==> config.mk <==
export PLATFORM = sky130hd
export DESIGN_NAME = gs_host_port_flat
export DESIGN_NICKNAME = d
export VERILOG_FILES = /design/src/design/gs_pkg.sv /design/src/design/gs_if.sv /design/src/design/gs_host_port.sv /design/src/flat_wrapper.sv
export VERILOG_INCLUDE_DIRS = /design/src /design/src/design
export SDC_FILE = /design/constraint.sdc
export NUM_CORES = 1
export LEC_CHECK = 0
export BUFFER_PORTS_ARGS = -buffer_cell sky130_fd_sc_hd__buf_2
export CAP_MARGIN = 30
export CORE_AREA = 8 8 105 107
export CTS_CLUSTER_DIAMETER = 40
export CTS_CLUSTER_SIZE = 24
export DETAILED_ROUTE_END_ITERATION = 10
export DIE_AREA = 0 0 113 115
export HOLD_SLACK_MARGIN = 0.08
export PLACE_DENSITY = 0.87
export SYNTH_ARGS = -nofsm -noshare
export SYNTH_HDL_FRONTEND = slang
export SYNTH_SLANG_ARGS = --single-unit
==> constraint.sdc <==
create_clock -name clk_i -period 5.1 [get_ports clk_i]
set_input_delay 1.02 -clock clk_i [delete_from_list [all_inputs] [get_ports clk_i]]
set_output_delay 1.02 -clock clk_i [all_outputs]
set_load 0.01 [all_outputs]
==> src/design/gs_config.svh <==
/*
  gather-scatter engine configuration
  widths, memory depth, tag count and host address map
*/
`ifndef GS_CONFIG_SVH
`define GS_CONFIG_SVH

`define GS_DATA_W       32
`define GS_ADDR_W       32
`define GS_HOST_ADDR_W  12
`define GS_DMEM_WORDS   1024
`define GS_DMEM_ADDR_W  10
`define GS_LEN_W        11
`define GS_TAG_W        5
`define GS_TAGS         32
`define GS_WAKE_W       18

// host word map
`define GS_DMEM_BASE    12'h400
`define GS_INVALID_WORD 32'hdeadbeef
`define GS_CSR_RUN      12'h000
`define GS_CSR_LEN      12'h001
`define GS_CSR_STRIDE   12'h002
`define GS_CSR_BASE     12'h003

`endif

==> src/design/gs_pkg.sv <==
/*
  gather-scatter engine package
  vector types for the meaningful widths and the sequencer states
*/
`include "gs_config.svh"

package gs_pkg;

  typedef logic [`GS_DATA_W-1:0]      data_t;
  typedef logic [`GS_ADDR_W-1:0]      raddr_t;
  typedef logic [`GS_HOST_ADDR_W-1:0] haddr_t;
  typedef logic [`GS_DMEM_ADDR_W-1:0] dmem_addr_t;
  typedef logic [`GS_LEN_W-1:0]       len_t;
  typedef logic [`GS_TAG_W-1:0]       tag_t;
  typedef logic [`GS_WAKE_W-1:0]      wake_addr_t;

  // run sequencing
  typedef enum logic [1:0] {
    IDLE,
    GATHER,
    SCATTER,
    WAKEUP
  } gs_state_e;

endpackage

==> src/design/gs_if.sv <==
/*
  gather-scatter internal channels
  gs_mem_if is one DMEM access port, gs_run_if carries the run setup
*/

interface gs_mem_if;
  import gs_pkg::*;

  logic       v;
  logic       we;
  dmem_addr_t addr;
  data_t      wdata;
  // grant in the same cycle, read word from the next one
  logic       gnt;
  data_t      rdata;

  modport requester (output v, we, addr, wdata, input gnt, rdata);
  modport memory (input v, we, addr, wdata, output gnt, rdata);
endinterface

interface gs_run_if;
  import gs_pkg::*;

  logic       run;
  logic       scatter;
  len_t       len;
  raddr_t     stride;
  raddr_t     base;
  wake_addr_t wake_addr;
  logic       busy;

  modport host (
    output run, scatter, len, stride, base, wake_addr,
    input  busy
  );
  modport engine (
    input  run, scatter, len, stride, base, wake_addr,
    output busy
  );
endinterface

==> src/design/gs_host_port.sv <==
/*
  gather-scatter host port
  decodes word commands, holds the run setup and answers each
  command exactly one cycle later
*/
`include "gs_config.svh"

module gs_host_port (
  input  logic           clk_i,
  input  logic           reset_i,
  input  logic           cmd_v_i,
  input  logic           cmd_we_i,
  input  gs_pkg::haddr_t cmd_addr_i,
  input  gs_pkg::data_t  cmd_data_i,
  output logic           rsp_v_o,
  output gs_pkg::data_t  rsp_data_o,
  gs_run_if.host         run,
  gs_mem_if.requester    mem
);
  import gs_pkg::*;

  logic       is_dmem;
  logic       cfg_we;
  len_t       len_q;
  raddr_t     stride_q;
  raddr_t     base_q;
  wake_addr_t wake_q;
  logic       rsp_v_q;
  logic       rsp_dmem_q;
  logic       rsp_inv_q;

  assign is_dmem = (cmd_addr_i & ~haddr_t'(`GS_DMEM_WORDS - 1)) == `GS_DMEM_BASE;

  // nothing takes effect while a run is active
  assign cfg_we = cmd_v_i & cmd_we_i & ~run.busy;

  assign mem.v     = cmd_v_i & is_dmem & ~run.busy;
  assign mem.we    = cmd_we_i;
  assign mem.addr  = dmem_addr_t'(cmd_addr_i);
  assign mem.wdata = cmd_data_i;

  // run strobe, mode bit goes straight to the sequencer
  assign run.run       = cfg_we & (cmd_addr_i == `GS_CSR_RUN);
  assign run.scatter   = cmd_data_i[`GS_DATA_W-1];
  assign run.len       = len_q;
  assign run.stride    = stride_q;
  assign run.base      = base_q;
  assign run.wake_addr = wake_q;

  always_ff @(posedge clk_i) begin
    if (reset_i) begin
      len_q <= '0;
    end else if (cfg_we && cmd_addr_i == `GS_CSR_LEN) begin
      len_q <= cmd_data_i[`GS_LEN_W-1:0];
    end
  end

  always_ff @(posedge clk_i) begin
    if (cfg_we && cmd_addr_i == `GS_CSR_STRIDE) begin
      stride_q <= cmd_data_i;
    end
    if (cfg_we && cmd_addr_i == `GS_CSR_BASE) begin
      base_q <= cmd_data_i;
    end
    if (run.run) begin
      wake_q <= cmd_data_i[`GS_WAKE_W-1:0];
    end
  end

  // response kind, writes answer zero
  always_ff @(posedge clk_i) begin
    if (reset_i) begin
      rsp_v_q    <= 1'b0;
      rsp_dmem_q <= 1'b0;
      rsp_inv_q  <= 1'b0;
    end else begin
      rsp_v_q    <= cmd_v_i;
      rsp_dmem_q <= cmd_v_i & ~cmd_we_i & mem.gnt;
      rsp_inv_q  <= cmd_v_i & ~cmd_we_i & ~mem.gnt;
    end
  end

  assign rsp_v_o = rsp_v_q;

  always_comb begin
    if (rsp_dmem_q) begin
      rsp_data_o = mem.rdata;
    end else if (rsp_inv_q) begin
      rsp_data_o = `GS_INVALID_WORD;
    end else begin
      rsp_data_o = '0;
    end
  end

endmodule

==> src/flat_wrapper.sv <==
// flat-port wrapper written by rule: the top's interface ports become plain ports
module gs_host_port_flat import gs_pkg::*;
  (clk_i, reset_i, cmd_v_i, cmd_we_i, cmd_addr_i, cmd_data_i, rsp_v_o, rsp_data_o, run_run, run_scatter, run_len, run_stride, run_base, run_wake_addr, run_busy, mem_v, mem_we, mem_addr, mem_wdata, mem_gnt, mem_rdata);
  gs_run_if run_i ();
  gs_mem_if mem_i ();
  input  logic clk_i;
  input  logic reset_i;
  input  logic cmd_v_i;
  input  logic cmd_we_i;
  input  gs_pkg::haddr_t cmd_addr_i;
  input  gs_pkg::data_t cmd_data_i;
  output logic rsp_v_o;
  output gs_pkg::data_t rsp_data_o;
  output wire logic [$bits(run_i.run)-1:0] run_run;
  output wire logic [$bits(run_i.scatter)-1:0] run_scatter;
  output wire logic [$bits(run_i.len)-1:0] run_len;
  output wire logic [$bits(run_i.stride)-1:0] run_stride;
  output wire logic [$bits(run_i.base)-1:0] run_base;
  output wire logic [$bits(run_i.wake_addr)-1:0] run_wake_addr;
  input wire logic [$bits(run_i.busy)-1:0] run_busy;
  output wire logic [$bits(mem_i.v)-1:0] mem_v;
  output wire logic [$bits(mem_i.we)-1:0] mem_we;
  output wire logic [$bits(mem_i.addr)-1:0] mem_addr;
  output wire logic [$bits(mem_i.wdata)-1:0] mem_wdata;
  input wire logic [$bits(mem_i.gnt)-1:0] mem_gnt;
  input wire logic [$bits(mem_i.rdata)-1:0] mem_rdata;
  assign run_run = run_i.run;
  assign run_scatter = run_i.scatter;
  assign run_len = run_i.len;
  assign run_stride = run_i.stride;
  assign run_base = run_i.base;
  assign run_wake_addr = run_i.wake_addr;
  assign run_i.busy = run_busy;
  assign mem_v = mem_i.v;
  assign mem_we = mem_i.we;
  assign mem_addr = mem_i.addr;
  assign mem_wdata = mem_i.wdata;
  assign mem_i.gnt = mem_gnt;
  assign mem_i.rdata = mem_rdata;
  gs_host_port u_core (.clk_i(clk_i), .reset_i(reset_i), .cmd_v_i(cmd_v_i), .cmd_we_i(cmd_we_i), .cmd_addr_i(cmd_addr_i), .cmd_data_i(cmd_data_i), .rsp_v_o(rsp_v_o), .rsp_data_o(rsp_data_o), .run(run_i), .mem(mem_i));
endmodule
==> summary.txt <==
Outcome
  – Status: completed

Cells and area
  – Share of cells above drive strength 1: 58.6%
  – Fin nets: 551
  – Antenna Cells: 0
  – Most frequent cells in the layout: buf_2 (253), edfxtp_1 (82), nand2_1 (48)
  – Area Growth Syn to Fin: 33.8%
  – Commonest non-fill, non-tap cell in the layout: buf_2
  – Fin util: 52.9%

Clock network
  – H-tree depth: 3
  – Clock latency on the worst-skew pair: 0.35 ns
  – CTS tree: built
  – Number of CTS-inserted buffers: 9
  – CTS Buffer Depth: 2
  – Clock transition at path regs: 0.09 ns
  – Post-CTS Setup Bufs: 0
  – Hold buffers post-CTS: 0
  – Root Buffer: clkbuf_8
  – Num Clock Sinks: 96
  – Post-cts sizing count: 0

Drt
  – Antenna viol nets, final: 0
  – Drt first pass iters: 4
  – Routed WL per cell: 17.8 µm
  – First-iteration detailed-routing DRC count: 146
  – DRC Markers: 0
  – Vias per cell: 4.61
  – Via Count: 2,710
  – DRT Wirelength: 10.5 mm

Timing
  – Setup_tns: 0 ns
  – Worst Tran Pin Value: 0.890 ns
  – Tmin final: 3.36 ns
  – Slew HR: 40.6%
  – Slew Limit Fails: 0
  – Clock skew: 0 ns
  – RSZ-0062 raised after global routing: false
  – Hold WS: 0.481 ns
  – Tcrit/Tclk final: 65.9%
  – Setup violators final: 0
  – Hold Fails Final Rpt: 0
  – Highest clock rate: 298 MHz

Power
  – Comb power frac: 7.2%
  – PwrDens: 292 nW/µm²
  – VDD IR max: 0.120 mV
  – Int Power: 1.13 mW
  – Pleak: 2.35 nW
  – Sequential power share: 58.4%
  – Switching power: 0.329 mW
  – Clock power share: 34.4%
  – Switching part of the total power: 22.5%
  – Total Power: 1.46 mW

Floorplan
  – Die height: 115 µm
  – Initial Util: 39.6%
  – Die X: 113 µm
  – Die area: 13,000 µm²
  – Core area: 9460 µm²
  – Site Rows: 36
  – Num ports: 254

Synth
  – Synth Instances: 255
  – Syn_nets: 337
  – Flops & latches, synth: 96
  – Library cells used by synthesis: 20
  – Mapped Avg Cell Area: 14.7 µm²
  – Area leader, netlist: edfxtp_1
  – Yosys Warn Count: 0
  – Synth Cell Area: 3740 µm²
  – Top cell type's share of synthesized area: 65.8%
  – Register area share after synthesis: 73.3%
  – Synth top area cells: edfxtp_1 (66%), buf_4 (8.8%), dfxtp_1 (7.5%)

Setup path
  – Slowest Stage Delay on Critical Path: 0.32 ns
  – Crit path capture type: output port
  – Worst R2R Start: u_core.run.len[2]$_SDFFE_PP0P_
  – Worst EP required: 4.08 ns
  – Worst path cell trace: buf_2, nor4_2, nand4_1, nor3_2, buf_4, buf_2
  – CP Launch Type: input port
  – Crit. Startpoint: cmd_addr_i[5]
  – Worst setup path class: input port to output port
  – Critical Path AT: 2.34 ns
  – CP most frequent cell: buf_2
  – Slowest CP cell: buf_4
  – Worst-path fanout max: 19

GRT
  – First-pass GRT wire length: 15.1 mm
  – Number of global-route vias before repair: 2,796
  – GRT Total Usage: 15.1%
  – Largest net degree at the start of global routing: 34
  – Global route overflow: 0
  – Initial antenna violation count: 0

Placed design
  – I/O Buffers: 253
  – GPL Wtd Cong: 0.951
  – Detail Placement HPWL: 8.05 mm

Job
  – Max-cap violations: 0

Hold path
  – Hold crit path type: flip-flop to flip-flop
  – Hold wc startpoint: u_core.run.len[3]$_SDFFE_PP0P_
==> registers in the layout, indices dropped and copies added (netlist names) <==
name / cells
u_core.rsp_inv_q: 1
u_core.rsp_dmem_q: 1
u_core.run.len: 11
u_core.run.wake_addr: 18
u_core.run.base: 32
u_core.rsp_v_o: 1
u_core.run.stride: 32
==> power groups by stage <==
stage          logic, mW  registers [mW]  clock network [mW]
2_1_floorplan     0.0571           0.869                   0
3_3_place_gp       0.104           0.869                   0
3_5_place_dp       0.107           0.870                   0
4_1_cts            0.107           0.852               0.517
5_1_grt            0.116           0.852               0.541
6_report           0.106           0.851               0.502
==> area by class of cell <==
| class | count | area [µm²] |
|---|---|---|
| Multi-Input combinational cell | 104 | 623 |
| Timing Repair Buffer | 256 | 1290 |
| Clock buffer | 9 | 124 |
| Sequential cell | 96 | 2740 |
| Tap cell | 114 | 143 |
| Fill cell | 793 | 4450 |
| Inverter | 2 | 7.51 |
| Clock inverter | 7 | 76.3 |
==> cell usage after synthesis <==
cell and n:
and3b_1 2, nor4_4 1, and4_4 1, nand4_1 1, nand2b_1 23, nor3b_1 2, nor4_2 1, inv_1 2
dfxtp_1 14, mux2i_1 11, nor2b_1 2, edfxtp_1 82, and4bb_2 1, clkbuf_1 6, nand2_1 48, and2_1 8
buf_12 1, nor3_1 3, buf_2 2, buf_4 44
==> per-stage QoR <==
stage / instances / setup slack [ns] / instance area, µm²
final: 588 / 1.74 / 5000
after floorplan: 255 / 0.944 / 3740
after detailed placement: 572 / 1.70 / 4800
after global routing: 588 / 1.49 / 5000
after global placement: 572 / 1.70 / 4800
after CTS: 588 / 1.69 / 5000
==> worst max-delay path: cells and delay by family <==
kind	cells	cell delay (ns)
buffers and inverters	3	0.63
AND/OR/NAND/NOR	3	0.69
==> final timing paths <==
kind / end / slack (ns) / cells after the start
worst max-delay path: run_run / 1.74 / 6
worst max register to register: u_core.run.len[2]$_SDFFE_PP0P_ / 4.50 / 2
worst min-delay path: u_core.run.len[3]$_SDFFE_PP0P_ / 0.48 / 2
worst min register to register: u_core.run.len[3]$_SDFFE_PP0P_ / 0.48 / 2
==> metal layers <==
| metal | up-vias | track usage (%) | routed length [µm] |
|---|---|---|---|
| li1 | 1261 | - | - |
| met1 | 1279 | 17.1 | 4050 |
| met2 | 156 | 26.1 | 5350 |
| met3 | 14 | 3.94 | 884 |
| met4 | 0 | 7.10 | 195 |
| met5 | - | 0 | 0 |
==> kinds of logic (layout without fill, tap and decap cells) <==
family	count (synthesis)	in the layout	share of synthesized area [%]
muxes	11	11	2.94
buffers and inverters	55	274	10.4
and+or+nand+nor	93	93	13.3
DFF	96	96	73.3
No activity file was read; power rests on OpenSTA's default activity.
