**src/design/gs_config.svh**
```systemverilog
/*
  gather-scatter engine configuration
  widths, memory depth, tag count and host address map
*/
`ifndef GS_CONFIG_SVH
`define GS_CONFIG_SVH

`define GS_DATA_W       32
`define GS_ADDR_W       32
`define GS_HOST_ADDR_W  12
`define GS_DMEM_WORDS   1024
`define GS_DMEM_ADDR_W  10
`define GS_LEN_W        11
`define GS_TAG_W        5
`define GS_TAGS         32
`define GS_WAKE_W       18

// host word map
`define GS_DMEM_BASE    12'h400
`define GS_INVALID_WORD 32'hdeadbeef
`define GS_CSR_RUN      12'h000
`define GS_CSR_LEN      12'h001
`define GS_CSR_STRIDE   12'h002
`define GS_CSR_BASE     12'h003

`endif

```
**src/design/gs_pkg.sv**
```systemverilog
/*
  gather-scatter engine package
  vector types for the meaningful widths and the sequencer states
*/
`include "gs_config.svh"

package gs_pkg;

  typedef logic [`GS_DATA_W-1:0]      data_t;
  typedef logic [`GS_ADDR_W-1:0]      raddr_t;
  typedef logic [`GS_HOST_ADDR_W-1:0] haddr_t;
  typedef logic [`GS_DMEM_ADDR_W-1:0] dmem_addr_t;
  typedef logic [`GS_LEN_W-1:0]       len_t;
  typedef logic [`GS_TAG_W-1:0]       tag_t;
  typedef logic [`GS_WAKE_W-1:0]      wake_addr_t;

  // run sequencing
  typedef enum logic [1:0] {
    IDLE,
    GATHER,
    SCATTER,
    WAKEUP
  } gs_state_e;

endpackage

```
**src/design/gs_if.sv**
```systemverilog
/*
  gather-scatter internal channels
  gs_mem_if is one DMEM access port, gs_run_if carries the run setup
*/

interface gs_mem_if;
  import gs_pkg::*;

  logic       v;
  logic       we;
  dmem_addr_t addr;
  data_t      wdata;
  // grant in the same cycle, read word from the next one
  logic       gnt;
  data_t      rdata;

  modport requester (output v, we, addr, wdata, input gnt, rdata);
  modport memory (input v, we, addr, wdata, output gnt, rdata);
endinterface


```
**src/design/gs_scoreboard.sv**
```systemverilog
/*
  gather tag scoreboard
  tracks outstanding remote reads and writes each return into
  the DMEM word its tag was issued for
*/
`include "gs_config.svh"

module gs_scoreboard (
  input  logic               clk_i,
  input  logic               reset_i,
  input  logic               alloc_i,
  input  gs_pkg::dmem_addr_t alloc_index_i,
  output logic               free_v_o,
  output gs_pkg::tag_t       free_tag_o,
  output logic               empty_o,
  input  logic               ret_v_i,
  input  gs_pkg::tag_t       ret_tag_i,
  input  gs_pkg::data_t      ret_data_i,
  gs_mem_if.requester        mem
);
  import gs_pkg::*;

  logic [`GS_TAGS-1:0] out_q;
  logic [`GS_TAGS-1:0] out_n;
  dmem_addr_t          index_q [`GS_TAGS];
  logic                free_v_q;
  tag_t                free_tag_q;
  logic                found;
  tag_t                tag_n;

  // returns go to DMEM at once, highest priority
  assign mem.v     = ret_v_i;
  assign mem.we    = 1'b1;
  assign mem.addr  = index_q[ret_tag_i];
  assign mem.wdata = ret_data_i;

  always_comb begin
    out_n = out_q;
    if (ret_v_i) begin
      out_n[ret_tag_i] = 1'b0;
    end
    if (alloc_i) begin
      out_n[free_tag_q] = 1'b1;
    end
    // lowest clear bit wins
    found = 1'b0;
    tag_n = '0;
    for (int t = `GS_TAGS - 1; t >= 0; t--) begin
      if (!out_n[t]) begin
        found = 1'b1;
        tag_n = tag_t'(t);
      end
    end
  end

  // offered tag stays fixed until the sequencer takes it
  always_ff @(posedge clk_i) begin
    if (reset_i) begin
      out_q      <= '0;
      free_v_q   <= 1'b0;
      free_tag_q <= '0;
    end else begin
      out_q <= out_n;
      if (alloc_i || !free_v_q) begin
        free_v_q   <= found;
        free_tag_q <= tag_n;
      end
    end
  end

  always_ff @(posedge clk_i) begin
    if (alloc_i) begin
      index_q[free_tag_q] <= alloc_index_i;
    end
  end

  assign free_v_o   = free_v_q;
  assign free_tag_o = free_tag_q;
  assign empty_o    = ~|out_q;

endmodule

```
**src/flat_wrapper.sv**
```systemverilog
// flat-port wrapper written by rule: the top's interface ports become plain ports
module gs_scoreboard_flat import gs_pkg::*;
  (clk_i, reset_i, alloc_i, alloc_index_i, free_v_o, free_tag_o, empty_o, ret_v_i, ret_tag_i, ret_data_i, mem_v, mem_we, mem_addr, mem_wdata, mem_gnt, mem_rdata);
  gs_mem_if mem_i ();
  input  logic clk_i;
  input  logic reset_i;
  input  logic alloc_i;
  input  gs_pkg::dmem_addr_t alloc_index_i;
  output logic free_v_o;
  output gs_pkg::tag_t free_tag_o;
  output logic empty_o;
  input  logic ret_v_i;
  input  gs_pkg::tag_t ret_tag_i;
  input  gs_pkg::data_t ret_data_i;
  output wire logic [$bits(mem_i.v)-1:0] mem_v;
  output wire logic [$bits(mem_i.we)-1:0] mem_we;
  output wire logic [$bits(mem_i.addr)-1:0] mem_addr;
  output wire logic [$bits(mem_i.wdata)-1:0] mem_wdata;
  input wire logic [$bits(mem_i.gnt)-1:0] mem_gnt;
  input wire logic [$bits(mem_i.rdata)-1:0] mem_rdata;
  assign mem_v = mem_i.v;
  assign mem_we = mem_i.we;
  assign mem_addr = mem_i.addr;
  assign mem_wdata = mem_i.wdata;
  assign mem_i.gnt = mem_gnt;
  assign mem_i.rdata = mem_rdata;
  gs_scoreboard u_core (.clk_i(clk_i), .reset_i(reset_i), .alloc_i(alloc_i), .alloc_index_i(alloc_index_i), .free_v_o(free_v_o), .free_tag_o(free_tag_o), .empty_o(empty_o), .ret_v_i(ret_v_i), .ret_tag_i(ret_tag_i), .ret_data_i(ret_data_i), .mem(mem_i));
endmodule
```
**config.mk**
```make
export PLATFORM = sky130hd
export DESIGN_NAME = gs_scoreboard_flat
export DESIGN_NICKNAME = d
export VERILOG_FILES = /design/src/design/gs_pkg.sv /design/src/design/gs_if.sv /design/src/design/gs_scoreboard.sv /design/src/flat_wrapper.sv
export VERILOG_INCLUDE_DIRS = /design/src /design/src/design
export SDC_FILE = /design/constraint.sdc
export NUM_CORES = 1
export LEC_CHECK = 0
export BUFFER_PORTS_ARGS = -buffer_cell sky130_fd_sc_hd__buf_2
export CAP_MARGIN = 25
export CORE_MARGIN = 5
export CORE_UTILIZATION = 59
export DETAILED_ROUTE_END_ITERATION = 8
export PLACE_DENSITY = 0.79
export RECOVER_POWER = 50
export SLEW_MARGIN = 30
export SYNTH_ARGS = -nofsm -noshare
export SYNTH_HDL_FRONTEND = slang
export SYNTH_SLANG_ARGS = --single-unit
```
**constraint.sdc**
```tcl
create_clock -name clk_i -period 3.1 [get_ports clk_i]
set_clock_uncertainty 0.2 [all_clocks]
set_input_delay 0.31 -clock clk_i [delete_from_list [all_inputs] [get_ports clk_i]]
set_output_delay 0.31 -clock clk_i [all_outputs]
set_load 0.01 [all_outputs]
```
==> results of run 1 <==
flip-flops by register name, summed over array words and instances (netlist names):
register,flops
u_core.index_q,320
u_core.out_q,32
u_core.free_tag_o,5
u_core.free_v_o,1
worst max-delay path, delay by kind of cell, from the launching register on:
family                 cells  cell delay (ns)
AOI/OAI and AO/OA          3             0.57
DFF                        1             0.40
buffers and inverters      1             0.15
muxes                      2             0.81
power groups by stage:
stage / clock [mW] / combinational, mW / sequential, mW
after floorplan: 0 / 0.343 / 5.39
after detailed placement: 0 / 0.534 / 5.39
final: 4.18 / 0.536 / 5.29
after global routing: 4.43 / 0.568 / 5.29
after CTS: 4.23 / 0.538 / 5.29
after global placement: 0 / 0.525 / 5.39
cells in the final DEF, fill, tap and decap left out, types with 6 or more instances in the layout:
cell type / netlist / final
a21oi_1: 23 / 23
a221oi_1: 6 / 6
a22oi_1: 22 / 22
and2_1: 21 / 19
buf_12: 0 / 6
buf_2: 14 / 22
buf_4: 36 / 27
clkbuf_1: 11 / 20
clkbuf_16: 0 / 39
clkinv_1: 0 / 8
clkinv_2: 0 / 6
dfxtp_1: 38 / 38
edfxtp_1: 320 / 320
inv_1: 26 / 26
mux2_2: 7 / 7
mux2i_1: 8 / 8
mux4_2: 80 / 80
nand2_1: 55 / 55
nand2b_1: 7 / 7
nand3_1: 6 / 6
nand4_1: 7 / 7
nor2_1: 38 / 38
nor2b_1: 7 / 7
nor4_1: 8 / 8
o21ai_0: 25 / 25
o21ai_1: 16 / 16
path summary, 6_finish.rpt:
path | endpoint | depth (start not counted) | startpoint
max reg2reg | u_core.free_tag_o[1] | 7 | u_core.free_tag_o[2]
min reg2reg | u_core.out_q[25] | 2 | u_core.out_q[25]
min | u_core.out_q[4] | 2 | reset_i
max | mem_addr[0] | 6 | u_core.index_q[25][0]
layout make-up:
type,count,area (um^2)
tap,330,413
inverter,26,97.6
sequential,358,10400
clock buffer,49,1030
multi-input combinational,412,3900
fill,1643,8550
timing repair buffer,68,489
clock inverter,18,113
synth_stat cells, types with 11 or more instances:
master	instances
edfxtp_1	320
mux4_2	80
nand2_1	55
dfxtp_1	38
nor2_1	38
buf_4	36
inv_1	26
o21ai_0	25
a21oi_1	23
a22oi_1	22
and2_1	21
o21ai_1	16
buf_2	14
clkbuf_1	11
layer usage:
| layer | up-vias | routed length (um) |
|---|---|---|
| met5 | - | 0 |
| met4 | 0 | 979 |
| met3 | 70 | 2920 |
| met2 | 476 | 16500 |
| met1 | 4270 | 13500 |
| li1 | 3511 | - |
kinds of logic after synthesis:
group	synth area share (%)
AO/OA/AOI/OAI	5.83
buffers and inverters	3.59
flip-flops	70.1
multiplexers	13.2
other	0.0253
AND/OR/NAND/NOR	7.22
stage by stage:
stage	worst slack, ns	cell area [um^2]	utilization (%)
6_report	0.150	16400	65.7
5_1_grt	0.0327	16400	65.7
4_1_cts	0.155	16400	65.8
3_5_place_dp	0.305	15300	61.2
3_3_place_gp	0.298	15300	61.2
2_1_floorplan	0.585	14800	-
==> impl_metrics.toml, run 1 <==
[outcome]
run_status = "finished with violations"
violations = "max-capacitance violations, max-slew violations"

[logic_synthesis]
ys_ff_latch = 358
yosys.area.top_type = "edfxtp_1"
ys.flop_type = "edfxtp_1"
synthArstFlopShare_pct = 0
syn_area_um2 = 14800
synth_edf_count = 320
ys_warn_count = 0
synth_area_leaders = "edfxtp_1, mux4_2, dfxtp_1"
synth_fp_nets = 951
ys_seq_area_share_pct = 70.1
syn_avg_cell_area_um2 = 17.1
syn_inst = 867
synth_top_cell_area_share_pct = 64.9
yosysUniqueCellTypes = 64

[power]
p_seq_share_pct = 52.9
switching_share_pct = 21.0
leakage_nw = 5.56
total_power_mw = 10.0
switching_power_mw = 2.10
p_comb_share_pct = 5.4
power_density_nw_per_um2 = 610
ir_worst_vdd_uv = 393
p_int_mw = 7.91
pwr-share-clk_pct = 41.8

[floorplan]
num_io_pins = 135
initial_core_util_pct = 59.3
fp.dieArea_um2 = 28300
rows = 58
die_h_um = 168
dieWidth_um = 168
core_area_um2 = 25000

[cells_and_area]
area_growth_pct = 10.9
fin_cells = 1261
nets = 987
drive_gt1_share_pct = 22.9
diodes = 0

[clock_network]
cts.repair.resized = 0
holdBufCountCts = 0
clockBufferDepth = 3
path_clk_slew_ns = 0.06
cts_buffers = 37
htreeDepth = 2
clock_latency_ns = 0.51
clock-sinks = 358
cts_tree = "done"
cts-root-buf = "clkbuf_16"
cts_setup_buffers = 0

[sta]
max-slew-margin-rel_pct = -12.4
fmax_mhz = 339
fin_crit_sh_pct = 95.2
rsz0062_at_grt = "no"
tightestPinTransition_ns = 1.69
setup_viol = 0
slew_viol_final = 99
hold_ws_ns = 0.121
fin_tns_setup_ns = 0
min_period_ns = 2.95
hold_violations = 0

[route]
routed_via_density = 6.60
routed_wl_um = 33900
drtIter0Drc = 989
post-route-drc-count = 0
dr.pass1.iters = 7
ant_nets = 0
wl_per_cell_um = 26.9
dr_total_vias = 8327

[grt]
antenna_found_initial = 0
grt_start_max_net_pins = 35
gr-total-overflow = 0
top_usage_layer = "met2"
grt_use_total_pct = 24.4
use_met2_pct = 39.0
use_met1_pct = 35.1
grt_pass1_wl_um = 51600
use_met3_pct = 4.27
grt_pass1_vias = 8317

[worst_setup_path]
crit_slowest_cell = "mux4_2"
cp.required_ns = 2.59
worst_ep_arrival_time_ns = 2.44
start_kind = "flop"
worstSetupEndpointType = "primary output"
reg2reg_slack_ns = 0.39
crit_type = "reg -> out"
worstPathMaxFanout = 1
path_cells = "mux4_2 > mux2_2 > a221oi_1 > a31oi_1 > a21o_1 > buf_2"
critPathMaxStageDelay_ns = 0.49

[place]
gp_congestion = 0.905
dp.cells = 1194
dp_hpwl_um = 21700
numPortBuffers = 36

[flow_run]
max-cap-violations = 5

[min_path]
hold_class = "in -> reg"
(Power assumes the default switching activity.)
==> run 2, diff against run 1 <==
Settings changed: CORE_UTILIZATION 59 to 53, PLACE_DENSITY 0.79 to 0.75.
Clock period 3.1 ns to 2.64 ns, I/O delays scaled along.
==> run 2 against run 1 <==
The flow finishes with violations (max-capacitance violations, max-slew violations, negative setup slack). Wire length up 4.5%. Utilization down 4.0 points. Worst hold slack worse by 0.075 ns. Sequential cell count unchanged. Highest routed layer unchanged. Clock power up 20%.
==> impl_metrics.toml, run 2 (synthesis gave the netlist of run 1 again) <==
[sta]
tightestPinTransition_ns = 1.60
hold_ws_ns = 0.0462
setup_viol = 3
hold_violations = 0
rsz0062_at_grt = "yes"
max-slew-margin-rel_pct = -6.63
fin_crit_sh_pct = 105
fmax_mhz = 360
min_period_ns = 2.78
setup_ws_ns = -0.136
slew_viol_final = 231

[floorplan]
fp.dieArea_um2 = 31400
rows = 61
die_h_um = 177
core_area_um2 = 27700
dieWidth_um = 177
num_io_pins = 135
initial_core_util_pct = 53.4

[worst_setup_path]
worstSetupEndpointType = "primary output"
critPathMaxStageDelay_ns = 0.51
worst_ep_arrival_time_ns = 2.31
crit_slowest_cell = "mux4_2"
path_delay_family = "multiplexers"
critPathBufInv = 1
path_cells = "mux4_2 > mux2_4 > a221oi_2 > a31oi_1 > a21o_1 > buf_2"
crit_type = "reg -> out"
start_kind = "flop"
worstPathMaxFanout = 1
cp.required_ns = 2.18

[power]
ir_worst_vdd_uv = 381
total_power_mw = 11.9
leakage_nw = 5.84
power_density_nw_per_um2 = 699

[cells_and_area]
finalInstanceArea_um2 = 17100
diodes = 0
fin_cells = 1354
multi_input_area_um2 = 4080
drive_gt1_share_pct = 29.2
largest_reg_flops = 320
n_fill_cell = 1977
nets = 1032
largest-register = "u_core.index_q"
layout_common_cells = "edfxtp_1, mux4_2, buf_4, nand2_1, clkbuf_16"
register_area_um2 = 10400
final_common_cell = "edfxtp_1"
area_growth_pct = 15.5

[route]
wl_per_cell_um = 26.2
routed_via_density = 6.23
dr_total_vias = 8433
routed_wl_um = 35400
post-route-drc-count = 0
dr.pass1.iters = 5
ant_nets = 0
drtIter0Drc = 947

[grt]
grt_start_max_net_pins = 33
grt_use_total_pct = 23.0
grt_pass1_wl_um = 53600
gr-total-overflow = 0
grt_pass1_vias = 8542
antenna_found_initial = 0

[outcome]
violations = "max-capacitance violations, max-slew violations, negative setup slack"
run_status = "finished with violations"

[clock_network]
htreeDepth = 2
cts_tree = "done"
cts-root-buf = "clkbuf_16"
path_clk_slew_ns = 0.06
cts_setup_buffers = 0
clockBufferDepth = 3
clock_latency_ns = 0.51
cts_buffers = 37
clock-sinks = 358

[place]
gp_congestion = 0.908
dp_hpwl_um = 22900
dpl_cell_area_um2 = 15700
dp.cells = 1286
numPortBuffers = 36

[min_path]
hold_class = "in -> reg"

[flow_run]
max-cap-violations = 7
## run 2: path summary, 6_finish.rpt
kind | depth (start not counted) | slack, ns | start | to
worst max-delay path | 6 | -0.14 | u_core.index_q[27][0] | mem_addr[0]
worst min-delay path | 4 | 0.05 | ret_tag_i[2] | u_core.out_q[31]
worst max register to register | 7 | 0.10 | u_core.free_tag_o[4] | u_core.free_tag_o[1]
worst min register to register | 2 | 0.33 | u_core.out_q[16] | u_core.out_q[16]
## run 2: timing repair
action | in CTS | in global routing
hold endpoints to repair | 11 | 0
hold buffers | 1 | 0
cloned | 0 | 0
endpoints found under the setup margin | 10 | 14
gates resized for setup | 29 | 18
pin swaps | 11 | 2
## run 2: report_power, final
part | switching (mW) | internal [mW]
Sequential | 0.0147 | 6.20
Clock | 2.09 | 2.92
Combinational | 0.421 | 0.297
Total | 2.53 | 9.42
## run 2: per-layer routing
layer / up-vias / wire length [um] / track usage [%]
li1: 3589 / - / -
met1: 4328 / 13900 / 32.4
met2: 447 / 17700 / 37.8
met3: 69 / 2890 / 3.59
met4: 0 / 1010 / 6.90
met5: - / 0 / 0
## run 2: layout make-up
type | count | share of cell area [%]
flip-flops and latches | 358 | 60.7
multi-input cells | 412 | 23.9
clock buffers | 52 | 5.99
repair buffers | 113 | 5.36
well taps | 378 | 2.77
clock inverters | 15 | 0.776
inverters | 26 | 0.571
## run 2: metrics by stage
| step | setup TNS [ns] | worst slack [ns] | utilization, % |
|---|---|---|---|
| after floorplan | 0 | 0.166 | - |
| after global placement | -0.146 | -0.0597 | 56.8 |
| after detailed placement | -0.294 | -0.0669 | 56.8 |
| after CTS | -0.265 | -0.141 | 61.5 |
| after global routing | -0.720 | -0.249 | 61.7 |
| final | -0.151 | -0.136 | 61.7 |
## run 2: tightest hold or removal path: cells and delay by family
family	cells	cell delay [ns]
compound gates	2	0.23
buf+inv	1	0.13
simple gates	1	0.08
