File: config.mk
export PLATFORM = sky130hd
export DESIGN_NAME = gs_sequencer_flat
export DESIGN_NICKNAME = d
export VERILOG_FILES = /design/src/design/gs_pkg.sv /design/src/design/gs_if.sv /design/src/design/gs_sequencer.sv /design/src/flat_wrapper.sv
export VERILOG_INCLUDE_DIRS = /design/src /design/src/design
export SDC_FILE = /design/constraint.sdc
export NUM_CORES = 1
export LEC_CHECK = 0
export ABC_AREA = 1
export BUFFER_PORTS_ARGS = -buffer_cell sky130_fd_sc_hd__buf_2
export CAP_MARGIN = 0
export CORE_ASPECT_RATIO = 1.25
export CORE_MARGIN = 3
export CORE_UTILIZATION = 44
export CTS_BUF_LIST = sky130_fd_sc_hd__clkbuf_2
export DETAILED_ROUTE_END_ITERATION = 7
export GPL_ROUTABILITY_DRIVEN = 1
export PLACE_DENSITY = 0.91
export SYNTH_ARGS = -nofsm -noshare
export SYNTH_HDL_FRONTEND = slang
export SYNTH_SLANG_ARGS = --single-unit
File: constraint.sdc
create_clock -name clk_i -period 2.42 [get_ports clk_i]
set_input_delay 0.363 -clock clk_i [delete_from_list [all_inputs] [get_ports clk_i]]
set_output_delay 0.363 -clock clk_i [all_outputs]
set_load 0.01 [all_outputs]
File: src/design/gs_config.svh
/*
  gather-scatter engine configuration
  widths, memory depth, tag count and host address map
*/
`ifndef GS_CONFIG_SVH
`define GS_CONFIG_SVH

`define GS_DATA_W       32
`define GS_ADDR_W       32
`define GS_HOST_ADDR_W  12
`define GS_DMEM_WORDS   1024
`define GS_DMEM_ADDR_W  10
`define GS_LEN_W        11
`define GS_TAG_W        5
`define GS_TAGS         32
`define GS_WAKE_W       18

// host word map
`define GS_DMEM_BASE    12'h400
`define GS_INVALID_WORD 32'hdeadbeef
`define GS_CSR_RUN      12'h000
`define GS_CSR_LEN      12'h001
`define GS_CSR_STRIDE   12'h002
`define GS_CSR_BASE     12'h003

`endif

File: src/design/gs_pkg.sv
/*
  gather-scatter engine package
  vector types for the meaningful widths and the sequencer states
*/
`include "gs_config.svh"

package gs_pkg;

  typedef logic [`GS_DATA_W-1:0]      data_t;
  typedef logic [`GS_ADDR_W-1:0]      raddr_t;
  typedef logic [`GS_HOST_ADDR_W-1:0] haddr_t;
  typedef logic [`GS_DMEM_ADDR_W-1:0] dmem_addr_t;
  typedef logic [`GS_LEN_W-1:0]       len_t;
  typedef logic [`GS_TAG_W-1:0]       tag_t;
  typedef logic [`GS_WAKE_W-1:0]      wake_addr_t;

  // run sequencing
  typedef enum logic [1:0] {
    IDLE,
    GATHER,
    SCATTER,
    WAKEUP
  } gs_state_e;

endpackage

File: src/design/gs_if.sv
/*
  gather-scatter internal channels
  gs_mem_if is one DMEM access port, gs_run_if carries the run setup
*/

interface gs_mem_if;
  import gs_pkg::*;

  logic       v;
  logic       we;
  dmem_addr_t addr;
  data_t      wdata;
  // grant in the same cycle, read word from the next one
  logic       gnt;
  data_t      rdata;

  modport requester (output v, we, addr, wdata, input gnt, rdata);
  modport memory (input v, we, addr, wdata, output gnt, rdata);
endinterface

interface gs_run_if;
  import gs_pkg::*;

  logic       run;
  logic       scatter;
  len_t       len;
  raddr_t     stride;
  raddr_t     base;
  wake_addr_t wake_addr;
  logic       busy;

  modport host (
    output run, scatter, len, stride, base, wake_addr,
    input  busy
  );
  modport engine (
    input  run, scatter, len, stride, base, wake_addr,
    output busy
  );
endinterface

File: src/design/gs_sequencer.sv
/*
  gather-scatter sequencer
  walks the element index, forms remote addresses and drives the
  network request port, ending each run with the wake-up store
*/

module gs_sequencer (
  input  logic               clk_i,
  input  logic               reset_i,
  gs_run_if.engine           run,
  gs_mem_if.requester        mem,
  input  logic               free_v_i,
  input  gs_pkg::tag_t       free_tag_i,
  output logic               alloc_o,
  output gs_pkg::dmem_addr_t alloc_index_o,
  input  logic               empty_i,
  output logic               req_v_o,
  input  logic               req_ready_i,
  output logic               req_we_o,
  output gs_pkg::raddr_t     req_addr_o,
  output gs_pkg::data_t      req_data_o,
  output gs_pkg::tag_t       req_tag_o
);
  import gs_pkg::*;

  gs_state_e state_q;
  gs_state_e state_n;
  len_t      idx_q;
  raddr_t    addr_q;
  logic      have_q;
  logic      accept;
  logic      idx_done;

  assign idx_done = (idx_q == run.len);
  assign accept   = req_v_o & req_ready_i;
  assign run.busy = (state_q != IDLE);

  // scatter fetches word i whenever no word is waiting
  assign mem.v     = (state_q == SCATTER) & ~have_q & ~idx_done;
  assign mem.we    = 1'b0;
  assign mem.addr  = dmem_addr_t'(idx_q);
  assign mem.wdata = '0;

  assign alloc_o       = accept & (state_q == GATHER);
  assign alloc_index_o = dmem_addr_t'(idx_q);

  always_comb begin
    state_n    = state_q;
    req_v_o    = 1'b0;
    req_we_o   = 1'b0;
    req_addr_o = addr_q;
    req_data_o = '0;
    req_tag_o  = '0;
    case (state_q)
      IDLE: begin
        if (run.run) begin
          if (run.len == '0) begin
            state_n = WAKEUP;
          end else begin
            state_n = run.scatter ? SCATTER : GATHER;
          end
        end
      end
      GATHER: begin
        // free tag holds until it is allocated
        req_v_o   = free_v_i & ~idx_done;
        req_tag_o = free_tag_i;
        if (idx_done) begin
          state_n = WAKEUP;
        end
      end
      SCATTER: begin
        req_v_o    = have_q;
        req_we_o   = 1'b1;
        req_data_o = mem.rdata;
        if (idx_done) begin
          state_n = WAKEUP;
        end
      end
      WAKEUP: begin
        // wait for every gather return before waking the caller
        req_v_o    = empty_i;
        req_we_o   = 1'b1;
        req_addr_o = raddr_t'(run.wake_addr);
        req_data_o = data_t'(1);
        if (accept) begin
          state_n = IDLE;
        end
      end
      default: state_n = IDLE;
    endcase
  end

  always_ff @(posedge clk_i) begin
    if (reset_i) begin
      state_q <= IDLE;
      idx_q   <= '0;
      have_q  <= 1'b0;
    end else begin
      state_q <= state_n;
      if (run.run) begin
        idx_q <= '0;
      end else if (accept && state_q != WAKEUP) begin
        idx_q <= idx_q + 1'b1;
      end
      if (accept) begin
        have_q <= 1'b0;
      end else if (mem.v && mem.gnt) begin
        have_q <= 1'b1;
      end
    end
  end

  // running remote address, base + i * stride
  always_ff @(posedge clk_i) begin
    if (run.run) begin
      addr_q <= run.base;
    end else if (accept) begin
      addr_q <= addr_q + run.stride;
    end
  end

endmodule

File: src/flat_wrapper.sv
// flat-port wrapper written by rule: the top's interface ports become plain ports
module gs_sequencer_flat import gs_pkg::*;
  (clk_i, reset_i, free_v_i, free_tag_i, alloc_o, alloc_index_o, empty_i, req_v_o, req_ready_i, req_we_o, req_addr_o, req_data_o, req_tag_o, run_run, run_scatter, run_len, run_stride, run_base, run_wake_addr, run_busy, mem_v, mem_we, mem_addr, mem_wdata, mem_gnt, mem_rdata);
  gs_run_if run_i ();
  gs_mem_if mem_i ();
  input  logic clk_i;
  input  logic reset_i;
  input  logic free_v_i;
  input  gs_pkg::tag_t free_tag_i;
  output logic alloc_o;
  output gs_pkg::dmem_addr_t alloc_index_o;
  input  logic empty_i;
  output logic req_v_o;
  input  logic req_ready_i;
  output logic req_we_o;
  output gs_pkg::raddr_t req_addr_o;
  output gs_pkg::data_t req_data_o;
  output gs_pkg::tag_t req_tag_o;
  input wire logic [$bits(run_i.run)-1:0] run_run;
  input wire logic [$bits(run_i.scatter)-1:0] run_scatter;
  input wire logic [$bits(run_i.len)-1:0] run_len;
  input wire logic [$bits(run_i.stride)-1:0] run_stride;
  input wire logic [$bits(run_i.base)-1:0] run_base;
  input wire logic [$bits(run_i.wake_addr)-1:0] run_wake_addr;
  output wire logic [$bits(run_i.busy)-1:0] run_busy;
  output wire logic [$bits(mem_i.v)-1:0] mem_v;
  output wire logic [$bits(mem_i.we)-1:0] mem_we;
  output wire logic [$bits(mem_i.addr)-1:0] mem_addr;
  output wire logic [$bits(mem_i.wdata)-1:0] mem_wdata;
  input wire logic [$bits(mem_i.gnt)-1:0] mem_gnt;
  input wire logic [$bits(mem_i.rdata)-1:0] mem_rdata;
  assign run_i.run = run_run;
  assign run_i.scatter = run_scatter;
  assign run_i.len = run_len;
  assign run_i.stride = run_stride;
  assign run_i.base = run_base;
  assign run_i.wake_addr = run_wake_addr;
  assign run_busy = run_i.busy;
  assign mem_v = mem_i.v;
  assign mem_we = mem_i.we;
  assign mem_addr = mem_i.addr;
  assign mem_wdata = mem_i.wdata;
  assign mem_i.gnt = mem_gnt;
  assign mem_i.rdata = mem_rdata;
  gs_sequencer u_core (.clk_i(clk_i), .reset_i(reset_i), .run(run_i), .mem(mem_i), .free_v_i(free_v_i), .free_tag_i(free_tag_i), .alloc_o(alloc_o), .alloc_index_o(alloc_index_o), .empty_i(empty_i), .req_v_o(req_v_o), .req_ready_i(req_ready_i), .req_we_o(req_we_o), .req_addr_o(req_addr_o), .req_data_o(req_data_o), .req_tag_o(req_tag_o));
endmodule
==> metrics, run 1 <==
Yosys warning total 0; area enclosed by the die boundary 13400 µm²; syn_area_per_cell slightly above 6 µm²; fin crit period 2.25 ns; startpoint kind of the worst setup timing path flip-flop; Inserted Clock Buffers 5; global-route congestion overflow total 0; WL per Instance 13.6 µm; vias per cell 4.89; layout overhead on the synthesized area 22.0%; CP Buf/Inv Count 1; status complete, no violations; Psw 0.00188 W; vertical extent of the die between 100 and 150 µm; vias in the first global route ~5500; sequential fraction of the synthesis area 23.4%; number of DRC markers in iteration 0 345; proportion of power drawn by combinational gates between 60% and 70%; post-detail-place hpwl about 14000 µm; number of pins with negative max-slew slack in the final report 0; I/O pin count 265; RD Place Congestion 0.969; Critical Path Slowest Stage Cell sky130_fd_sc_hd__dfxtp_1; H-tree levels 2; Clk pwr share 9.0%; number of hold violations in the final report 0; Setup Skew approximately 0.032 ns; required time of the critical path 2.06 ns; remaining antenna violation count 0; fraction of final layout cells with drive strength greater than 1 a little over a quarter; data arrival at the endpoint of the critical path 1.89 ns; cell area after technology mapping approximately 5300 µm²; largest net degree at the start of global routing 37; cell internal pwr 0.00197 W; routed via count between 6000 and 7000; Setup TNS Final 0 ns; deepest clock path buffer count 2; proportion of total power due to net switching 48.7%; Port Buffer Count 231; Filler Cell Count 1183; biggest cell delay along the critical path between 0.5 and 0.6 ns; final net count 1244; Hold WC Path Type input port to flip-flop; ordered list of cells on the worst path xor2_1 > nor2_1 > nand3_2 > nand2_2 > nand2_4 > nand3_2 > nor2_1 > buf_2; critical path fanouts, max 8; Initial Util 45.4%; Hold Worst Slack 0.131 ns; number of antenna violations at the first check in global routing 0; Layout Utilization 55.4%; DRC Markers 0; Chip Width 104 µm; post-synthesis register bit count 46; clock root buffer sky130_fd_sc_hd__clkbuf_2; final setup violation count 0; start-to-end type of the worst setup path flip-flop to output pin; Core Area around 12000 µm²; areal power density over the cells 595 nW/µm²; number of iterations in the first detailed-routing pass 4; Peak Freq 444 MHz; peak supply drop 274 µV; largest delay contributor family on the critical path simple AND/OR/NAND/NOR gates; global-route wire length before repair 25700 µm; total global-route track usage 23.4%; post-detailed-routing wire length 16800 µm; crit end category output pin; Max Cap Viol 0; insertion delay to the later sink of the worst-skew pair 0.45 ns; number of placement rows 44; share of the cycle needed by the critical path after routing 93.1%; gate count after technology mapping 857; clock transition at the registers of the reported paths 0.25 ns; Unique masters post-synth 40; clock tree from TritonCTS done; leakage power total 3.75 nW; number of antenna cells inserted 0; share of total power in sequential cells 27.4%; setup repair after global routing missed its margin no; number of sinks on the clock net 46
==> per-stage QoR <==
stage | power [W] | cells | cell area (µm²) | worst slack [ns]
3_5_place_dp | 0.00348 | 1222 | 6400 | 0.00137
6_report | 0.00385 | 1230 | 6470 | 0.167
4_1_cts | 0.00384 | 1230 | 6440 | 0.0609
2_1_floorplan | 0.00268 | 889 | 5420 | 0.126
3_3_place_gp | 0.00343 | 1222 | 6400 | 0.109
5_1_grt | 0.00420 | 1230 | 6470 | 0.0105
==> final timing paths <==
path,start,end,slack (ns),cells past startpoint
hold / removal,mem_gnt,u_core.have_q$_SDFFE_PP0P_,0.13,3
setup reg to reg,u_core.addr_q[10]$_DFFE_PP_,u_core.addr_q[21]$_DFFE_PP_,0.17,10
setup / recovery,u_core.idx_q[3]$_SDFFE_PP0P_,alloc_o,0.17,8
hold reg to reg,u_core.have_q$_SDFFE_PP0P_,u_core.have_q$_SDFFE_PP0P_,0.49,2
==> per-layer routing <==
| layer | vias to the layer above | track usage [%] | wire, µm |
|---|---|---|---|
| li1 | 3064 | - | - |
| met3 | 45 | 3.81 | 1200 |
| met2 | 261 | 41.9 | 8310 |
| met4 | 0 | 8.22 | 487 |
| met5 | - | 0 | 0 |
| met1 | 2647 | 28.5 | 6760 |
==> cells by family (layout without fill, tap and decap cells) <==
group | Yosys count | in the layout | share of synthesized area, %
DFF | 46 | 46 | 23.4
xor gates and xnor gates | 16 | 16 | 2.64
and+or+nand+nor | 475 | 475 | 37.4
adders and majority gates | 38 | 38 | 9.11
AOI/OAI and AO/OA | 103 | 103 | 10.6
other | 1 | 33 | 0.0707
buffers and inverters | 178 | 358 | 16.7
==> state kept, by name, indices dropped and copies added (netlist names) <==
register / flops
u_core.state_q: 2
u_core.idx_q: 11
u_core.addr_q: 32
u_core.have_q: 1
==> power by group through the flow <==
stage          Combinational, W  Sequential (W)  Clock (W)
3_5_place_dp            0.00241         0.00107          0
4_1_cts                 0.00243         0.00105   0.000359
3_3_place_gp            0.00237         0.00106          0
6_report                0.00245         0.00105   0.000347
5_1_grt                 0.00275         0.00107   0.000386
2_1_floorplan           0.00164         0.00104          0
==> worst min-delay path: stages <==
cell and delay (ns):
sky130_fd_sc_hd__buf_2 0.09, sky130_fd_sc_hd__nand2_1 0.05, sky130_fd_sc_hd__a21oi_1 0.06
==> cells in the final DEF, fill, tap and decap left out, types with 9 or more instances in the layout <==
cell type,n
sky130_fd_sc_hd__edfxtp_1,32
sky130_fd_sc_hd__nand3_1,47
sky130_fd_sc_hd__nor3_1,10
sky130_fd_sc_hd__inv_1,100
sky130_fd_sc_hd__buf_4,11
sky130_fd_sc_hd__ha_1,37
sky130_fd_sc_hd__conb_1,33
sky130_fd_sc_hd__nand4_1,9
sky130_fd_sc_hd__nor2_1,67
sky130_fd_sc_hd__a21oi_1,56
sky130_fd_sc_hd__nand2_1,310
sky130_fd_sc_hd__o21ai_0,24
sky130_fd_sc_hd__buf_2,231
==> Yosys cell counts, drive strengths merged <==
library cell | instances | area, µm²
a31oi | 2 | 12.5
ha | 37 | 463
o211ai | 2 | 15.0
nor4 | 5 | 31.3
buf | 55 | 424
nand2 | 315 | 1190
xor2 | 8 | 70.1
inv | 104 | 390
clkbuf | 17 | 63.8
nand3 | 50 | 260
edfxtp | 32 | 961
o21bai | 4 | 30.0
conb | 1 | 3.75
nor3 | 10 | 50.1
a22oi | 1 | 7.51
a21oi | 59 | 303
o21ai | 27 | 135
a21o | 2 | 15.0
nor2 | 68 | 258
clkinv | 2 | 8.75
or2 | 13 | 81.3
nand3b | 4 | 30.0
xnor2 | 8 | 70.1
dfxtp | 14 | 280
nand4 | 10 | 77.6
o21a | 6 | 45.0
fa | 1 | 20.0
==> final cells by class <==
type | instances | area (µm²) | area share (%)
timing repair buffer | 244 | 1270 | 19.6
tap | 161 | 201 | 3.11
inverter | 106 | 399 | 6.17
sequential | 46 | 1250 | 19.3
clock inverter | 2 | 8.76 | 0.135
clock buffer | 6 | 30.0 | 0.464
multi-input combinational | 665 | 3310 | 51.2
==> timing repair <==
action	CTS	global route
buffers inserted	0	0
gates resized for setup	0	14
endpoints found under the setup margin	0	27
hold buffers	0	0
(Power assumes the default switching activity.)
==> inputs of run 2 (changes only) <==
--- a/config.mk
+++ b/config.mk
@@ -16,6 +16,7 @@
 export DETAILED_ROUTE_END_ITERATION = 7
 export GPL_ROUTABILITY_DRIVEN = 1
 export PLACE_DENSITY = 0.91
+export RECOVER_POWER = 25
 export SYNTH_ARGS = -nofsm -noshare
 export SYNTH_HDL_FRONTEND = slang
 export SYNTH_SLANG_ARGS = --single-unit
==> metrics, run 2 (synthesized netlist as in run 1, its figures left out) <==
remaining antenna violation count 0 (unchanged); clock root buffer sky130_fd_sc_hd__clkbuf_2 (unchanged); setup repair after global routing missed its margin no (unchanged); setup slack at placement 0.00137 ns (unchanged); total global-route track usage 23.4% (unchanged); Regs by FF count u_core.addr_q x32, u_core.idx_q x11, u_core.state_q x2 (unchanged); Peak Freq 435 MHz (was 444 MHz); H-tree levels 2 (unchanged); areal power density over the cells 597 nW/µm² (was 595 nW/µm²); Top reg by flops u_core.addr_q (unchanged); routed via count 6045 (was 6017); ordered list of cells on the worst path ha_1 > a21oi_1 > o21ai_0 > a21oi_1 > nand2_1 > nand3_1 > nand2_1 > nand2_1 > nand3_1 > nand2_1 (was xor2_1 > nor2_1 > nand3_2 > nand2_2 > nand2_4 > nand3_2 > nor2_1 > buf_2); fraction of final layout cells with drive strength greater than 1 25.1% (was 26.7%); I/O pin count 265 (unchanged); layout overhead on the synthesized area 21.0% (was 22.0%); number of placement rows 44 (unchanged); most common library cell in the layout ignoring fill and taps sky130_fd_sc_hd__nand2_1 (unchanged); Setup Skew 0.0407 ns (was 0.0317 ns); RD Place Congestion 0.969 (unchanged); global-route wire length before repair 25700 µm (unchanged); count of buffers added by post-CTS timing repair for setup 0 (unchanged); Critical Path Slowest Stage Cell sky130_fd_sc_hd__edfxtp_1 (was sky130_fd_sc_hd__dfxtp_1); vias in the first global route 5454 (unchanged); required time of the critical path 2.65 ns (was 2.06 ns); Inserted Clock Buffers 5 (unchanged); Filler Cell Count 1198 (was 1183); fin crit period 2.30 ns (was 2.25 ns); proportion of total power due to net switching 48.8% (was 48.7%); WL per Instance 13.7 µm (was 13.6 µm); cell repeated most along the worst path sky130_fd_sc_hd__nand2_1; area of the multi-input gates 3290 µm² (was 3310 µm²); highest-count cells in the layout ignoring fill and taps 311 x sky130_fd_sc_hd__nand2_1, 217 x sky130_fd_sc_hd__buf_2, 100 x sky130_fd_sc_hd__inv_1 (was 310 x sky130_fd_sc_hd__nand2_1, 231 x sky130_fd_sc_hd__buf_2, 100 x sky130_fd_sc_hd__inv_1); Clk pwr share 9.1% (was 9.0%); DRC Markers 0 (unchanged); peak supply drop 273 µV (was 274 µV); flip-flop count of the largest register after layout 32 (unchanged); share of total power in sequential cells 27.6% (was 27.4%); data arrival at the endpoint of the critical path 2.52 ns (was 1.89 ns); insertion delay to the later sink of the worst-skew pair 0.46 ns (was 0.45 ns); Psw 0.00187 W (was 0.00188 W); proportion of power drawn by combinational gates 63.3% (was 63.6%); post-detailed-routing wire length 16800 µm (about the same); start-to-end type of the worst setup path flip-flop to flip-flop (was flip-flop to output pin); startpoint kind of the worst setup timing path flip-flop (unchanged); number of antenna violations at the first check in global routing 0 (unchanged); number of antenna cells inserted 0 (unchanged); post-detail-place hpwl 14000 µm (unchanged); share of the cycle needed by the critical path after routing 95.0% (was 93.1%); Initial Util 45.4% (unchanged); largest delay contributor family on the critical path simple AND/OR/NAND/NOR gates (unchanged); largest net degree at the start of global routing 37 (unchanged); status complete, no violations (unchanged); number of hold violations in the final report 0 (unchanged); Core Area 11700 µm² (unchanged); slew of the pin with the lowest slew margin 0.551 ns; area occupied by registers 1250 µm² (unchanged); area enclosed by the die boundary 13400 µm² (unchanged); crit path setup slack, layout 0.122 ns (was 0.167 ns); deepest clock path buffer count 2 (unchanged); biggest cell delay along the critical path 0.51 ns (was 0.58 ns); Setup TNS Final 0 ns (unchanged); number of iterations in the first detailed-routing pass 5 (was 4); vertical extent of the die 129 µm (unchanged); max-slew headroom at the worst pin 63.2%; Hold WC Path Type input port to flip-flop (unchanged); global-route congestion overflow total 0 (unchanged); number of DRC markers in iteration 0 344 (was 345); CP Buf/Inv Count 0 (was 1); leakage power total 3.68 nW (was 3.75 nW); final net count 1244 (unchanged); vias per cell 4.91 (was 4.89); clock tree from TritonCTS done (unchanged); final setup violation count 0 (unchanged); number of sinks on the clock net 46 (unchanged); crit end category flip-flop (was output pin); Port Buffer Count 231 (unchanged); clock transition at the registers of the reported paths 0.29 ns (was 0.25 ns); critical path fanouts, max 5 (was 8); cell internal pwr 0.00196 W (was 0.00197 W); number of pins with negative max-slew slack in the final report 0 (unchanged); Max Cap Viol 0 (unchanged); Chip Width 104 µm (unchanged)
[run 2: layout make-up]
class                      instances  share of cell area, %
multi-input combinational        665                   51.3
sequential                        46                   19.5
inverter                         106                   6.22
clock inverter                     2                  0.137
tap                              161                   3.14
clock buffer                       6                  0.468
timing repair buffer             244                   19.3
[run 2: worst paths after layout]
path | cells after the start | end | start | slack [ns]
hold / removal | 3 | u_core.have_q$_SDFFE_PP0P_ | mem_gnt | 0.13
setup / recovery | 10 | u_core.addr_q[21]$_DFFE_PP_ | u_core.addr_q[10]$_DFFE_PP_ | 0.12
setup reg to reg | 10 | u_core.addr_q[21]$_DFFE_PP_ | u_core.addr_q[10]$_DFFE_PP_ | 0.12
hold reg to reg | 2 | u_core.have_q$_SDFFE_PP0P_ | u_core.have_q$_SDFFE_PP0P_ | 0.49
[run 2: what timing repair did]
item,4_1_cts,5_1_grt
gates resized for setup,0,14
setup endpoints to repair,0,27
hold buffers,0,0
[run 2: layer usage]
metal | vias to the layer above | share of wire, % | GRT usage (%)
met5 | - | 0 | 0
met4 | 0 | 3.0 | 8.22
met3 | 50 | 7.7 | 3.81
met2 | 276 | 49 | 41.9
met1 | 2656 | 40 | 28.5
li1 | 3063 | - | -
[run 2: worst min-delay path: cells and delay by family]
| kind | cells | cell delay (ns) |
|---|---|---|
| buffers and inverters | 1 | 0.09 |
| and+or+nand+nor | 1 | 0.05 |
| AOI/OAI and AO/OA | 1 | 0.05 |
[run 2: power by group through the flow]
stage                     logic [W]  clock network [W]  registers [W]
final                       0.00243           0.000350        0.00106
after global routing        0.00272           0.000386        0.00107
after CTS                   0.00243           0.000359        0.00105
after detailed placement    0.00241                  0        0.00107
after global placement      0.00237                  0        0.00106
after floorplan             0.00164                  0        0.00104
[run 2: per-stage QoR]
stage,utilization (%),cells,cell area (µm²),hold slack (ns),total power [W]
after global placement,54.8,1222,6400,0.445,0.00343
after floorplan,-,889,5420,0.437,0.00268
after detailed placement,54.8,1222,6400,0.456,0.00348
final,54.9,1230,6410,0.130,0.00383
after CTS,55.2,1230,6440,0.0940,0.00384
after global routing,54.9,1230,6410,0.109,0.00417
==> inputs of run 3 (changes only) <==
--- a/config.mk
+++ b/config.mk
@@ -9,7 +9,6 @@
 export ABC_AREA = 1
 export BUFFER_PORTS_ARGS = -buffer_cell sky130_fd_sc_hd__buf_2
 export CAP_MARGIN = 0
-export CORE_ASPECT_RATIO = 1.25
 export CORE_MARGIN = 3
 export CORE_UTILIZATION = 44
 export CTS_BUF_LIST = sky130_fd_sc_hd__clkbuf_2
==> metrics, run 3 (synthesized netlist as in run 1, its figures left out) <==
status complete, no violations (unchanged); DP Area 6350 µm² (was 6400 µm²); deepest clock path buffer count 2 (unchanged); Port Buffer Count 231 (unchanged); peak supply drop 582 µV (was 273 µV); I/O pin count 265 (unchanged); number of placement rows 39 (was 44); Peak Freq 441 MHz (was 435 MHz); Core Area 11600 µm² (was 11700 µm²); number of iterations in the first detailed-routing pass 4 (was 5); Max Cap Viol 0 (unchanged); post-layout total power 0.00387 W (was 0.00383 W); Chip Width 116 µm (was 104 µm); vias in the first global route 5700 (was 5454); vias per cell 5.01 (was 4.91); remaining antenna violation count 0 (unchanged); H-tree levels 2 (unchanged); insertion delay to the later sink of the worst-skew pair 0.47 ns (was 0.46 ns); WL per Instance 14.3 µm (was 13.7 µm); areal power density over the cells 605 nW/µm² (was 597 nW/µm²); total global-route track usage 24.9% (was 23.4%); setup repair after global routing missed its margin no (unchanged); Regs by FF count u_core.addr_q x32, u_core.idx_q x11, u_core.state_q x2 (unchanged); Setup Skew 0.0422 ns (was 0.0407 ns); vertical extent of the die 116 µm (was 129 µm); Setup TNS Final 0 ns (unchanged); crit end category flip-flop (unchanged); data arrival at the endpoint of the critical path 2.57 ns (was 2.52 ns); count of buffers added by post-CTS timing repair for setup 0 (unchanged); clock transition at the registers of the reported paths 0.32 ns (was 0.29 ns); critical path fanouts, max 5 (unchanged); fraction of final layout cells with drive strength greater than 1 26.7% (was 25.1%); most common library cell in the layout ignoring fill and taps sky130_fd_sc_hd__nand2_1 (unchanged); final net count 1240 (was 1244); number of hold violations in the final report 0 (unchanged); number of antenna violations at the first check in global routing 0 (unchanged); startpoint kind of the worst setup timing path flip-flop (unchanged); fin crit period 2.27 ns (was 2.30 ns); number of hold buffers added after CTS 0 (unchanged); required time of the critical path 2.72 ns (was 2.65 ns); post-detailed-routing wire length 17300 µm (was 16800 µm); start-to-end type of the worst setup path flip-flop to flip-flop (unchanged); final setup violation count 0 (unchanged); Initial Util 45.6% (was 45.4%); layout overhead on the synthesized area 20.8% (was 21.0%); global-route congestion overflow total 0 (unchanged); area enclosed by the die boundary 13400 µm² (about the same); RD Place Congestion 0.979 (was 0.969); global-route wire length before repair 26600 µm (was 25700 µm); largest net degree at the start of global routing 34 (was 37); number of pins with negative max-slew slack in the final report 0 (unchanged); Top reg by flops u_core.addr_q (unchanged); Inserted Clock Buffers 5 (unchanged); flip-flop count of the largest register after layout 32 (unchanged); number of sinks on the clock net 46 (unchanged); max-slew headroom at the worst pin 60.4% (was 63.2%); Filler Cell Count 1179 (was 1198); slew of the pin with the lowest slew margin 0.592 ns (was 0.551 ns); post-detail-place hpwl 14400 µm (was 14000 µm); leakage power total 3.72 nW (was 3.68 nW); routed via count 6051 (was 6045); number of antenna cells inserted 0 (unchanged); clock root buffer sky130_fd_sc_hd__clkbuf_2 (unchanged); Hold WC Path Type input port to flip-flop (unchanged); area of the multi-input gates 3300 µm² (was 3290 µm²); share of the cycle needed by the critical path after routing 93.7% (was 95.0%); number of DRC markers in iteration 0 312 (was 344); clock tree from TritonCTS done (unchanged); DRC Markers 0 (unchanged); area occupied by registers 1250 µm² (about the same); highest-count cells in the layout ignoring fill and taps 309 x sky130_fd_sc_hd__nand2_1, 230 x sky130_fd_sc_hd__buf_2, 100 x sky130_fd_sc_hd__inv_1 (was 311 x sky130_fd_sc_hd__nand2_1, 217 x sky130_fd_sc_hd__buf_2, 100 x sky130_fd_sc_hd__inv_1); final std cell area, no fill 6410 µm² (about the same)
[run 3: layout make-up]
| class | instances | share of cell area, % |
|---|---|---|
| Inverter | 106 | 6.23 |
| Multi-Input combinational cell | 665 | 51.6 |
| Sequential cell | 46 | 19.6 |
| Timing Repair Buffer | 240 | 19.1 |
| Tap cell | 143 | 2.79 |
| Clock inverter | 3 | 0.371 |
| Clock buffer | 5 | 0.391 |
[run 3: power by group]
group	internal [W]	switching, W	leakage, nW	total, W
Clock	0.0000796	0.000314	0.0339	0.000394
Combinational	0.000900	0.00153	3.25	0.00243
Sequential	0.000981	0.0000697	0.434	0.00105
[run 3: critical path, stage by stage (launching register included)]
cell and delay [ns]:
sky130_fd_sc_hd__edfxtp_1 0.51, sky130_fd_sc_hd__ha_1 0.41, sky130_fd_sc_hd__nand2_1 0.16, sky130_fd_sc_hd__nor2_1 0.24, sky130_fd_sc_hd__nand2_1 0.13, sky130_fd_sc_hd__nor3_1 0.24, sky130_fd_sc_hd__nand2_1 0.16, sky130_fd_sc_hd__nand3_1 0.10
sky130_fd_sc_hd__nand2_1 0.05, sky130_fd_sc_hd__nand3_1 0.06, sky130_fd_sc_hd__nand2_1 0.05
[run 3: path summary, 6_finish.rpt]
kind                                                    end  slack (ns)  depth (start not counted)                         from
worst min register to register   u_core.have_q$_SDFFE_PP0P_        0.51                          2   u_core.have_q$_SDFFE_PP0P_
worst max-delay path            u_core.addr_q[26]$_DFFE_PP_        0.15                         10  u_core.addr_q[17]$_DFFE_PP_
worst min-delay path             u_core.have_q$_SDFFE_PP0P_        0.09                          3                      mem_gnt
worst max register to register  u_core.addr_q[26]$_DFFE_PP_        0.15                         10  u_core.addr_q[17]$_DFFE_PP_
[run 3: stage by stage]
stage	std cells	utilization [%]	setup slack, ns	hold WS (ns)
floorplan	889	-	0.126	0.437
global placement	1200	54.7	0.105	0.467
detailed placement	1200	54.7	0.0302	0.475
CTS	1208	55.1	0.0685	0.0772
global route	1208	55.2	0.0128	0.0833
finish	1208	55.2	0.152	0.0939
[run 3: timing repair]
item                                    4_1_cts  5_1_grt
gates resized for setup                       0       17
endpoints found under the setup margin        0       10
hold endpoints to repair                      0        0
[run 3: routing by layer]
layer  vias up  wire length, µm  GRT usage [%]
li1       3060                -              -
met1      2687             6500           26.9
met2       262             9060           48.8
met3        42             1210           3.76
met4         0              506           8.66
met5         -                0              0
